$ cat config.mk
export PLATFORM = sky130hd
export DESIGN_NAME = axi_lite_to_axi
export DESIGN_NICKNAME = d
export VERILOG_FILES = /design/src/source/axi_lite_pkg.sv /design/src/source/axi_lite_to_axi.sv
export VERILOG_INCLUDE_DIRS = /design/src /design/src/source
export SDC_FILE = /design/constraint.sdc
export NUM_CORES = 1
export LEC_CHECK = 0
export BUFFER_PORTS_ARGS = -buffer_cell sky130_fd_sc_hd__buf_2
export CAP_MARGIN = 5
export CORE_AREA = 2 2 162 164
export DETAILED_ROUTE_END_ITERATION = 10
export DIE_AREA = 0 0 164 166
export HOLD_SLACK_MARGIN = 0.08
export PLACE_DENSITY_LB_ADDON = 0.08
export SYNTH_ARGS = -nofsm -noshare
export SYNTH_HDL_FRONTEND = slang
export SYNTH_SLANG_ARGS = --single-unit
$ cat constraint.sdc
create_clock -name clk -period 3.1 [get_ports clk]
set_clock_uncertainty 0.1 [all_clocks]
set_input_delay 0.62 -clock clk [delete_from_list [all_inputs] [get_ports clk]]
set_output_delay 0.62 -clock clk [all_outputs]
set_load 0.01 [all_outputs]
$ cat src/source/axi_lite_consts.svh
// Width and size constants for the AXI-Lite to AXI memory subsystem
// Shared by the package, the bridge, the memory slave and the top level
`ifndef AXI_LITE_CONSTS_SVH
`define AXI_LITE_CONSTS_SVH

// Byte address width on both the AXI-Lite and the AXI4 side
`define AXI_ADDR_WIDTH 32

// Data bus width, which must be a whole number of bytes
`define AXI_DATA_WIDTH 32

// One strobe bit for every data byte
`define AXI_STRB_WIDTH (`AXI_DATA_WIDTH / 8)

// The AXI4 id field is carried but the bridge only ever issues id 0
`define AXI_ID_WIDTH 8

// User sideband width on every AXI4 channel
`define AXI_USER_WIDTH 8

// Depth of the memory in data words
// The decoded range starts at byte address 0 and ends just below
// MEM_WORDS times the bus width in bytes
`define MEM_WORDS 256

`endif

$ cat src/source/axi_lite_pkg.sv
// Channel and bundle types for the AXI-Lite to AXI memory subsystem
// Holds the response codes, the fixed AXI4 field values and all channel structs
`include "axi_lite_consts.svh"

package axi_lite_pkg;

  // Response codes used on B and R
  typedef logic [1:0] resp_t;
  localparam resp_t RESP_OKAY   = 2'b00;
  localparam resp_t RESP_SLVERR = 2'b10;

  // Protection bits pass unchanged from AXI-Lite to AXI4
  typedef logic [2:0] prot_t;

  // Burst type and size encodings for single-beat AXI4 transfers
  typedef logic [1:0] burst_t;
  localparam burst_t BURST_INCR = 2'b01;
  typedef logic [2:0] size_t;
  // A full-width beat moves log2 of the strobe width in bytes
  localparam size_t SIZE_FULL = size_t'($clog2(`AXI_STRB_WIDTH));

  typedef logic [`AXI_ADDR_WIDTH-1:0] addr_t;
  typedef logic [`AXI_DATA_WIDTH-1:0] data_t;
  typedef logic [`AXI_STRB_WIDTH-1:0] strb_t;
  typedef logic [`AXI_ID_WIDTH-1:0]   id_t;
  typedef logic [`AXI_USER_WIDTH-1:0] user_t;

  // AXI-Lite address beat shared by AW and AR
  typedef struct packed {
    addr_t addr;
    prot_t prot;
  } lite_ax_t;

  // AXI-Lite write data beat
  typedef struct packed {
    data_t data;
    strb_t strb;
  } lite_w_t;

  // AXI-Lite read data beat
  typedef struct packed {
    data_t data;
    resp_t resp;
  } lite_r_t;

  // AXI4 address beat shared by AW and AR
  typedef struct packed {
    id_t        id;
    addr_t      addr;
    logic [7:0] len;
    size_t      size;
    burst_t     burst;
    logic       lock;
    logic [3:0] cache;
    prot_t      prot;
    user_t      user;
  } axi_ax_t;

  // AXI4 write data beat
  typedef struct packed {
    data_t data;
    strb_t strb;
    logic  last;
    user_t user;
  } axi_w_t;

  // AXI4 write response beat
  typedef struct packed {
    id_t   id;
    resp_t resp;
    user_t user;
  } axi_b_t;

  // AXI4 read data beat
  typedef struct packed {
    id_t   id;
    data_t data;
    resp_t resp;
    logic  last;
    user_t user;
  } axi_r_t;

  // Everything an AXI-Lite master drives
  typedef struct packed {
    lite_ax_t aw;
    logic     aw_valid;
    lite_w_t  w;
    logic     w_valid;
    logic     b_ready;
    lite_ax_t ar;
    logic     ar_valid;
    logic     r_ready;
  } lite_req_t;

  // Everything an AXI-Lite slave drives
  typedef struct packed {
    logic    aw_ready;
    logic    w_ready;
    resp_t   b_resp;
    logic    b_valid;
    logic    ar_ready;
    lite_r_t r;
    logic    r_valid;
  } lite_rsp_t;

  // Everything an AXI4 master drives
  typedef struct packed {
    axi_ax_t aw;
    logic    aw_valid;
    axi_w_t  w;
    logic    w_valid;
    logic    b_ready;
    axi_ax_t ar;
    logic    ar_valid;
    logic    r_ready;
  } axi_req_t;

  // Everything an AXI4 slave drives
  typedef struct packed {
    logic   aw_ready;
    logic   w_ready;
    axi_b_t b;
    logic   b_valid;
    logic   ar_ready;
    axi_r_t r;
    logic   r_valid;
  } axi_rsp_t;

endpackage

$ cat src/source/axi_lite_to_axi.sv
// Bridge from AXI-Lite to single-beat AXI4
// AW, W and AR each go through a two-entry skid buffer with a registered ready
// B and R come back combinationally with the AXI4-only fields dropped
`timescale 1ns/10ps
`include "axi_lite_consts.svh"

module axi_lite_to_axi import axi_lite_pkg::*; (
  input  logic      clk,
  input  logic      rst_n,
  input  lite_req_t lite_req,
  output lite_rsp_t lite_rsp,
  output axi_req_t  axi_req,
  input  axi_rsp_t  axi_rsp
);

  // The three request channels share one buffer implementation
  localparam int unsigned NUM_CH = 3;
  localparam int unsigned CH_AW  = 0;
  localparam int unsigned CH_W   = 1;
  localparam int unsigned CH_AR  = 2;

  // Every slot is wide enough for the widest request beat
  localparam int unsigned AX_W   = $bits(lite_ax_t);
  localparam int unsigned WD_W   = $bits(lite_w_t);
  localparam int unsigned SLOT_W = (AX_W > WD_W) ? AX_W : WD_W;

  logic [NUM_CH-1:0]             in_valid;
  logic [NUM_CH-1:0]             in_ready;
  logic [NUM_CH-1:0][SLOT_W-1:0] in_data;
  logic [NUM_CH-1:0]             out_valid;
  logic [NUM_CH-1:0]             out_ready;
  logic [NUM_CH-1:0][SLOT_W-1:0] out_data;

  lite_ax_t aw_slot;
  lite_w_t  w_slot;
  lite_ax_t ar_slot;

  // Lite side of the buffers
  assign in_valid[CH_AW] = lite_req.aw_valid;
  assign in_valid[CH_W]  = lite_req.w_valid;
  assign in_valid[CH_AR] = lite_req.ar_valid;
  assign in_data[CH_AW]  = SLOT_W'(lite_req.aw);
  assign in_data[CH_W]   = SLOT_W'(lite_req.w);
  assign in_data[CH_AR]  = SLOT_W'(lite_req.ar);

  // AXI4 side of the buffers
  assign out_ready[CH_AW] = axi_rsp.aw_ready;
  assign out_ready[CH_W]  = axi_rsp.w_ready;
  assign out_ready[CH_AR] = axi_rsp.ar_ready;

  for (genvar ch = 0; ch < NUM_CH; ch++) begin : g_skid
    logic [1:0][SLOT_W-1:0] slot_q;
    logic                   wr_ptr_q;
    logic                   rd_ptr_q;
    logic [1:0]             cnt_q;
    logic [1:0]             cnt_d;
    logic                   ready_q;
    logic                   push;
    logic                   pop;

    assign push  = in_valid[ch] & ready_q;
    assign pop   = out_valid[ch] & out_ready[ch];
    assign cnt_d = cnt_q + 2'(push) - 2'(pop);

    // Ready is registered from the next occupancy so it never sees
    // the downstream ready within the same cycle
    always_ff @(posedge clk or negedge rst_n) begin
      if (!rst_n) begin
        cnt_q    <= 2'd0;
        wr_ptr_q <= 1'b0;
        rd_ptr_q <= 1'b0;
        ready_q  <= 1'b0;
      end else begin
        cnt_q   <= cnt_d;
        ready_q <= (cnt_d != 2'd2);
        if (push) begin
          wr_ptr_q <= ~wr_ptr_q;
        end
        if (pop) begin
          rd_ptr_q <= ~rd_ptr_q;
        end
      end
    end

    // Entries hold payload only and are qualified by the count
    always_ff @(posedge clk) begin
      if (push) begin
        slot_q[wr_ptr_q] <= in_data[ch];
      end
    end

    // The oldest entry is presented until the AXI4 side takes it
    assign out_valid[ch] = (cnt_q != 2'd0);
    assign out_data[ch]  = slot_q[rd_ptr_q];
    assign in_ready[ch]  = ready_q;

    // Once offered on AXI4 a beat stays put until the slave accepts it
    a_req_hold: assert property (@(posedge clk) disable iff (!rst_n)
      out_valid[ch] && !out_ready[ch] |=> out_valid[ch] && $stable(out_data[ch]))
      else $error("AXI4 request on channel %0d changed before its handshake", ch);
  end

  assign aw_slot = lite_ax_t'(out_data[CH_AW][AX_W-1:0]);
  assign w_slot  = lite_w_t'(out_data[CH_W][WD_W-1:0]);
  assign ar_slot = lite_ax_t'(out_data[CH_AR][AX_W-1:0]);

  // AW and AR become single full-width INCR beats with id and user 0
  assign axi_req.aw = '{id: '0, addr: aw_slot.addr, len: 8'd0, size: SIZE_FULL,
                        burst: BURST_INCR, lock: 1'b0, cache: 4'd0,
                        prot: aw_slot.prot, user: '0};
  assign axi_req.ar = '{id: '0, addr: ar_slot.addr, len: 8'd0, size: SIZE_FULL,
                        burst: BURST_INCR, lock: 1'b0, cache: 4'd0,
                        prot: ar_slot.prot, user: '0};
  assign axi_req.aw_valid = out_valid[CH_AW];
  assign axi_req.ar_valid = out_valid[CH_AR];

  // Every write is a single beat so last is always set
  assign axi_req.w       = '{data: w_slot.data, strb: w_slot.strb, last: 1'b1, user: '0};
  assign axi_req.w_valid = out_valid[CH_W];

  assign lite_rsp.aw_ready = in_ready[CH_AW];
  assign lite_rsp.w_ready  = in_ready[CH_W];
  assign lite_rsp.ar_ready = in_ready[CH_AR];

  // Responses pass straight through in both directions
  assign lite_rsp.b_resp  = axi_rsp.b.resp;
  assign lite_rsp.b_valid = axi_rsp.b_valid;
  assign axi_req.b_ready  = lite_req.b_ready;
  assign lite_rsp.r       = '{data: axi_rsp.r.data, resp: axi_rsp.r.resp};
  assign lite_rsp.r_valid = axi_rsp.r_valid;
  assign axi_req.r_ready  = lite_req.r_ready;

  // Only id 0 is ever issued, so the slave must echo nothing else
  a_b_id_zero: assert property (@(posedge clk) disable iff (!rst_n)
    axi_rsp.b_valid |-> axi_rsp.b.id == '0)
    else $error("B response arrived with id %0h", axi_rsp.b.id);

  a_r_id_zero: assert property (@(posedge clk) disable iff (!rst_n)
    axi_rsp.r_valid |-> axi_rsp.r.id == '0)
    else $error("R response arrived with id %0h", axi_rsp.r.id);

endmodule

## Word-level counts from Yosys, hierarchy flattened

Cells that the tools add are included.

- Output and inout port bits: 229
- Logic and storage cells: 69
- Flip-flop bits (word level): 231

- Reductions and logical operators: 6
- Equal/unequal tests: 3
- $lt $le $gt $ge: 9
- Add/subtract/negate cells: 6
- Muxes and demuxes: 15
- Bitwise operators: 12

Operator list:

| kind | count |
|---|---|
| $bwmux 72 | 3 |
| $mux 36 | 5 |
| $mux 35 | 4 |
| $demux 36 s1 | 3 |
| $lt 1x2->1 const B | 6 |
| $add 2x1->2 | 3 |
| $and 1x1->1 | 6 |
| $ne 2x2->1 const B | 3 |
| $not 1->1 | 6 |
| $reduce_bool 2->1 | 3 |
| $sub 2x1->2 | 3 |
| $ge 1x1->1 const B | 3 |
| $logic_and 1x1->1 | 3 |

## Depth between registers and ports, before layout

- Depth after elaboration: 5
- Gate-level depth with buffers: 8
- Gate-level depth less buffers: 8

## Least setup slack after synthesis

No wires, ideal clock.

- Path kind: input to register
- Start: input lite_req[38] (netlist bit)
- End: register g_skid[1].slot_q[0] (netlist bit), enable pin
- Data arrival time: 2.250 ns
- Required time: 2.571 ns
- Slack: 0.321 ns
- Cell stages on the path: 2
- Cells stage by stage: nand2_1 > nor2_1

- Word-level cells in the longest chain between the ends: 1

Ends and longest elaborated chain:

| what | RTL line | text |
|---|---|---|
| start: declaration | axi_lite_to_axi.sv:10 | `input lite_req_t lite_req,` |
| $and 1x1->1 | axi_lite_to_axi.sv:61 | `assign push = in_valid[ch] & ready_q;` |
| end signal: indexed assignment | axi_lite_to_axi.sv:88 | `slot_q[wr_ptr_q] <= in_data[ch];` |
| end: declaration | axi_lite_to_axi.sv:52 | `logic [1:0][SLOT_W-1:0] slot_q;` |

Every way passes these cells.
A chain may end at the register's enable or synchronous reset.

==> summary.txt <==
SYNTH
---------------------------------------------------------------------------------
Multiplexer share of the synthesized area                                   0.130
Post-synthesis simple-gate area fraction                                   0.0131
Area share of fa/ha/maj cells after synthesis                             0.00674
Post-Synth XOR/XNOR Area                                                   0.0104
YS warnings                                                                     0
Biggest area consumer among synthesized cells                            edfxtp_1
Post-synthesis compound-gate area fraction                                0.00256
Number of unique standard cell types used by synthesis                         24
Dominant combinational cell family by area after synthesis           multiplexers
Share of the synthesized area in the top cell type                          0.686
Count of state elements after synthesis                                       227
Synth Cell Area                                                         9290 um^2
Mean area per synthesized cell                                          18.1 um^2
Sequential element share of the synthesized area                            0.726
Cell count after synthesis                                                    513
Biggest area contributors in the synthesized netlist                 edfxtp_1 69%, mux2_2 12%, buf_4 9.7%, dfrtp_1 4.0%, buf_6 1.1%

CLOCK NETWORK
---------------------------------------------------------------------------------
Number of clock sinks seen by CTS                                             227
Number of buffers created by CTS                                               25
Cts repair resizes                                                              0
Bufs on Longest Clock Path                                                      3
Clock tree from TritonCTS                                                   built
CTS root buffer                                                         clkbuf_16
CTS H-Tree Depth                                                                1
Hold-fix buffers, CTS                                                           1
Post-CTS setup repair buffer count                                              0
Worst-Skew Late Latency                                                   0.52 ns
Clock slew seen by the registers of the worst setup and hold paths        0.06 ns

ROUTE
---------------------------------------------------------------------------------
Post-detailed-route via-to-cell ratio                                        4.26
Routed wire length                                                        18.2 mm
Remaining routing DRC violations                                                0
Post-detailed-route count of antenna-violating nets                             0
Count of vias placed by the detailed router                                  4566
Routed wire per std cell                                                  17.0 um
Starting DRT DRC Count                                                        104
Pre-antenna DRT Iters                                                           4

FLOORPLANNING
---------------------------------------------------------------------------------
Floorplan Core Area                                                    25600 um^2
Initial Utilization                                                         0.362
DIE AREA                                                               27200 um^2
Top-Level Pins                                                                416
Floorplan row count                                                            59
Die height                                                                 166 um
Die W                                                                      164 um

STATUS
---------------------------------------------------------------------------------
Result of the run                                                    complete, no violations

SETUP PATH
---------------------------------------------------------------------------------
Reg2reg end                                                          g_skid[1].cnt_q[1]$_DFF_PN0_
Element type at the critical path end                                  output pin
CP max FO                                                                      19
Reg2Reg Setup Slack                                                       1.02 ns
FF-to-FF path depth                                                             7
Critical path arrival                                                     1.92 ns
Crit path kind                                                            reg2out
Kind of start point of the critical path                                flip-flop
Launch point of the worst reg-to-reg path                            g_skid[1].cnt_q[1]$_DFF_PN0_
Required time worst endpoint                                              2.38 ns

POWER
---------------------------------------------------------------------------------
Pwr Density                                                           919 nW/um^2
Leakage power of the design                                               4.29 nW
Clock Power Share                                                           0.279
Highest ir drop seen on vdd                                                459 uV
Comb power frac                                                             0.289
Switching pwr                                                           0.00293 W
Reg power frac                                                              0.432
Switching power as a share of total power                                   0.290
Pint                                                                    0.00718 W

WORST HOLD PATH
---------------------------------------------------------------------------------
Min-delay src                                                        lite_req[60]
Min-delay worst type                                                       in2reg
Hold-critical path endpoint                                          g_skid[1].slot_q[57]$_DFFE_PP_
Worst hold path cell count                                                      1

STA
---------------------------------------------------------------------------------
Max-slew headroom                                                           0.582
Unrepaired setup endpoints after global routing                             false
Fin. Hold Viols                                                                 0
Fin worst setup slack                                                    0.459 ns
Total negative slack                                                         0 ns
Slew at the pin closest to its max-slew limit                            0.625 ns
Final setup violating endpoints                                                 0
Final critical delay including setup and external delays                  2.64 ns
Fmax                                                                    0.379 GHz
Final period util                                                           0.852
Slew Limit Fails                                                                0

GLOBAL ROUTE
---------------------------------------------------------------------------------
Global-route usage over all layers                                          0.130
Antenna violations before repair                                                4
Via count of the first global-routing pass                                   4769
Pin count of the biggest net entering global routing                           38
GRT overflow                                                                    0
First-pass GRT wire length                                                26.9 mm

FINAL LAYOUT
---------------------------------------------------------------------------------
Final layout net count                                                        911
Growth of design area from synthesis to finish                              18.5%
Most used cells in the layout excluding fill and tap cells           225 x buf_2, 212 x edfxtp_1, 102 x mux2_2
Fraction of final layout cells with drive strength greater than 1           0.510
Most common cell after layout, fill and taps aside                          buf_2
Fill cell total of the finished layout                                       2364
End-of-flow core utilization                                                0.429

PLACEMENT
---------------------------------------------------------------------------------
RD Place Congestion                                                         0.695
Half-perimeter wire length after placement                                12.9 mm
Post-place setup slack                                                   0.948 ns
Input/output buffers                                                          225

FLOW RUN
---------------------------------------------------------------------------------
Number of maximum-capacitance violations                                        0

## how the worst max path moves through the flow
stage                                              start                             end
after global placement    g_skid[0].rd_ptr_q$_DFFE_PN0P_                    axi_req[128]
after CTS                 g_skid[0].rd_ptr_q$_DFFE_PN0P_                    axi_req[177]
final                     g_skid[0].rd_ptr_q$_DFFE_PN0P_                    axi_req[128]
after detailed placement                    lite_req[38]  g_skid[1].slot_q[11]$_DFFE_PP_
after floorplan                             lite_req[38]   g_skid[1].slot_q[0]$_DFFE_PP_
after global routing      g_skid[0].rd_ptr_q$_DFFE_PN0P_                    axi_req[162]
## cell usage after synthesis
| cell type | n |
|---|---|
| xnor2_1 | 8 |
| and2_1 | 2 |
| o31ai_1 | 1 |
| nand2b_1 | 4 |
| and3_1 | 4 |
| inv_1 | 3 |
| edfxtp_1 | 212 |
| mux2i_1 | 1 |
| buf_6 | 9 |
| nor2_1 | 4 |
| mux2_1 | 4 |
| dfrtp_1 | 15 |
| ha_1 | 5 |
| or2_2 | 1 |
| xor2_1 | 3 |
| buf_4 | 120 |
| or2_1 | 2 |
| a21boi_2 | 1 |
| a21oi_1 | 1 |
| buf_2 | 3 |
| nand2_1 | 5 |
| mux2_2 | 102 |
| conb_1 | 2 |
| or3_1 | 1 |
## power groups by stage
stage               logic [W]  registers, W  clock network [W]
finish                0.00292       0.00437            0.00282
global route          0.00320       0.00444            0.00305
floorplan             0.00213       0.00434                  0
detailed placement    0.00300       0.00444                  0
global placement      0.00296       0.00440                  0
CTS                   0.00302       0.00438            0.00293
## metrics by stage
| stage | instances | hold slack, ns | area [um^2] | total power [W] |
|---|---|---|---|---|
| floorplan | 588 | 0.224 | 9570 | 0.00647 |
| global placement | 1026 | 0.377 | 10200 | 0.00737 |
| detailed placement | 1026 | 0.397 | 10200 | 0.00743 |
| CTS | 1070 | 0.159 | 11000 | 0.0103 |
| global route | 1071 | 0.160 | 11000 | 0.0107 |
| finish | 1072 | 0.187 | 11000 | 0.0101 |
## final cells by class
type | count | area [um^2] | share of cell area
multi-input combinational | 226 | 1820 | 0.165
clock inverter | 13 | 135 | 0.0123
antenna | 2 | 5.00 | 0.000455
timing repair buffer | 236 | 1220 | 0.111
tap | 335 | 419 | 0.0381
sequential | 227 | 6740 | 0.613
clock buffer | 30 | 644 | 0.0586
inverter | 3 | 11.3 | 0.00102
## state kept, by name (all words and copies together), names as in the netlist
| register | flops |
|---|---|
| g_skid.cnt_q | 6 |
| g_skid.wr_ptr_q | 3 |
| g_skid.slot_q | 212 |
| g_skid.rd_ptr_q | 3 |
| g_skid.ready_q | 3 |
## logic make-up after synthesis
logic type,count (synthesis)
AO/OA/AOI/OAI,3
XOR/XNOR,11
adder cells (fa/ha/maj),5
buffers and inverters,135
flip-flops,227
multiplexers,107
other,2
AND/OR/NAND/NOR,23
## layer usage
metal / up-vias / GRT usage / share of wire
met2: 228 / 0.240 / 0.52
met3: 33 / 0.0514 / 0.10
li1: 2101 / - / -
met5: - / 0 / 0.0016
met1: 2200 / 0.131 / 0.34
met4: 4 / 0.0442 / 0.025
## worst max-delay path, stage by stage (launching register included)
cell     delay (ns)
dfrtp_2        0.67
buf_12         0.23
mux2_2         0.35
buf_2          0.14
No activity file was read; power rests on OpenSTA's default activity.
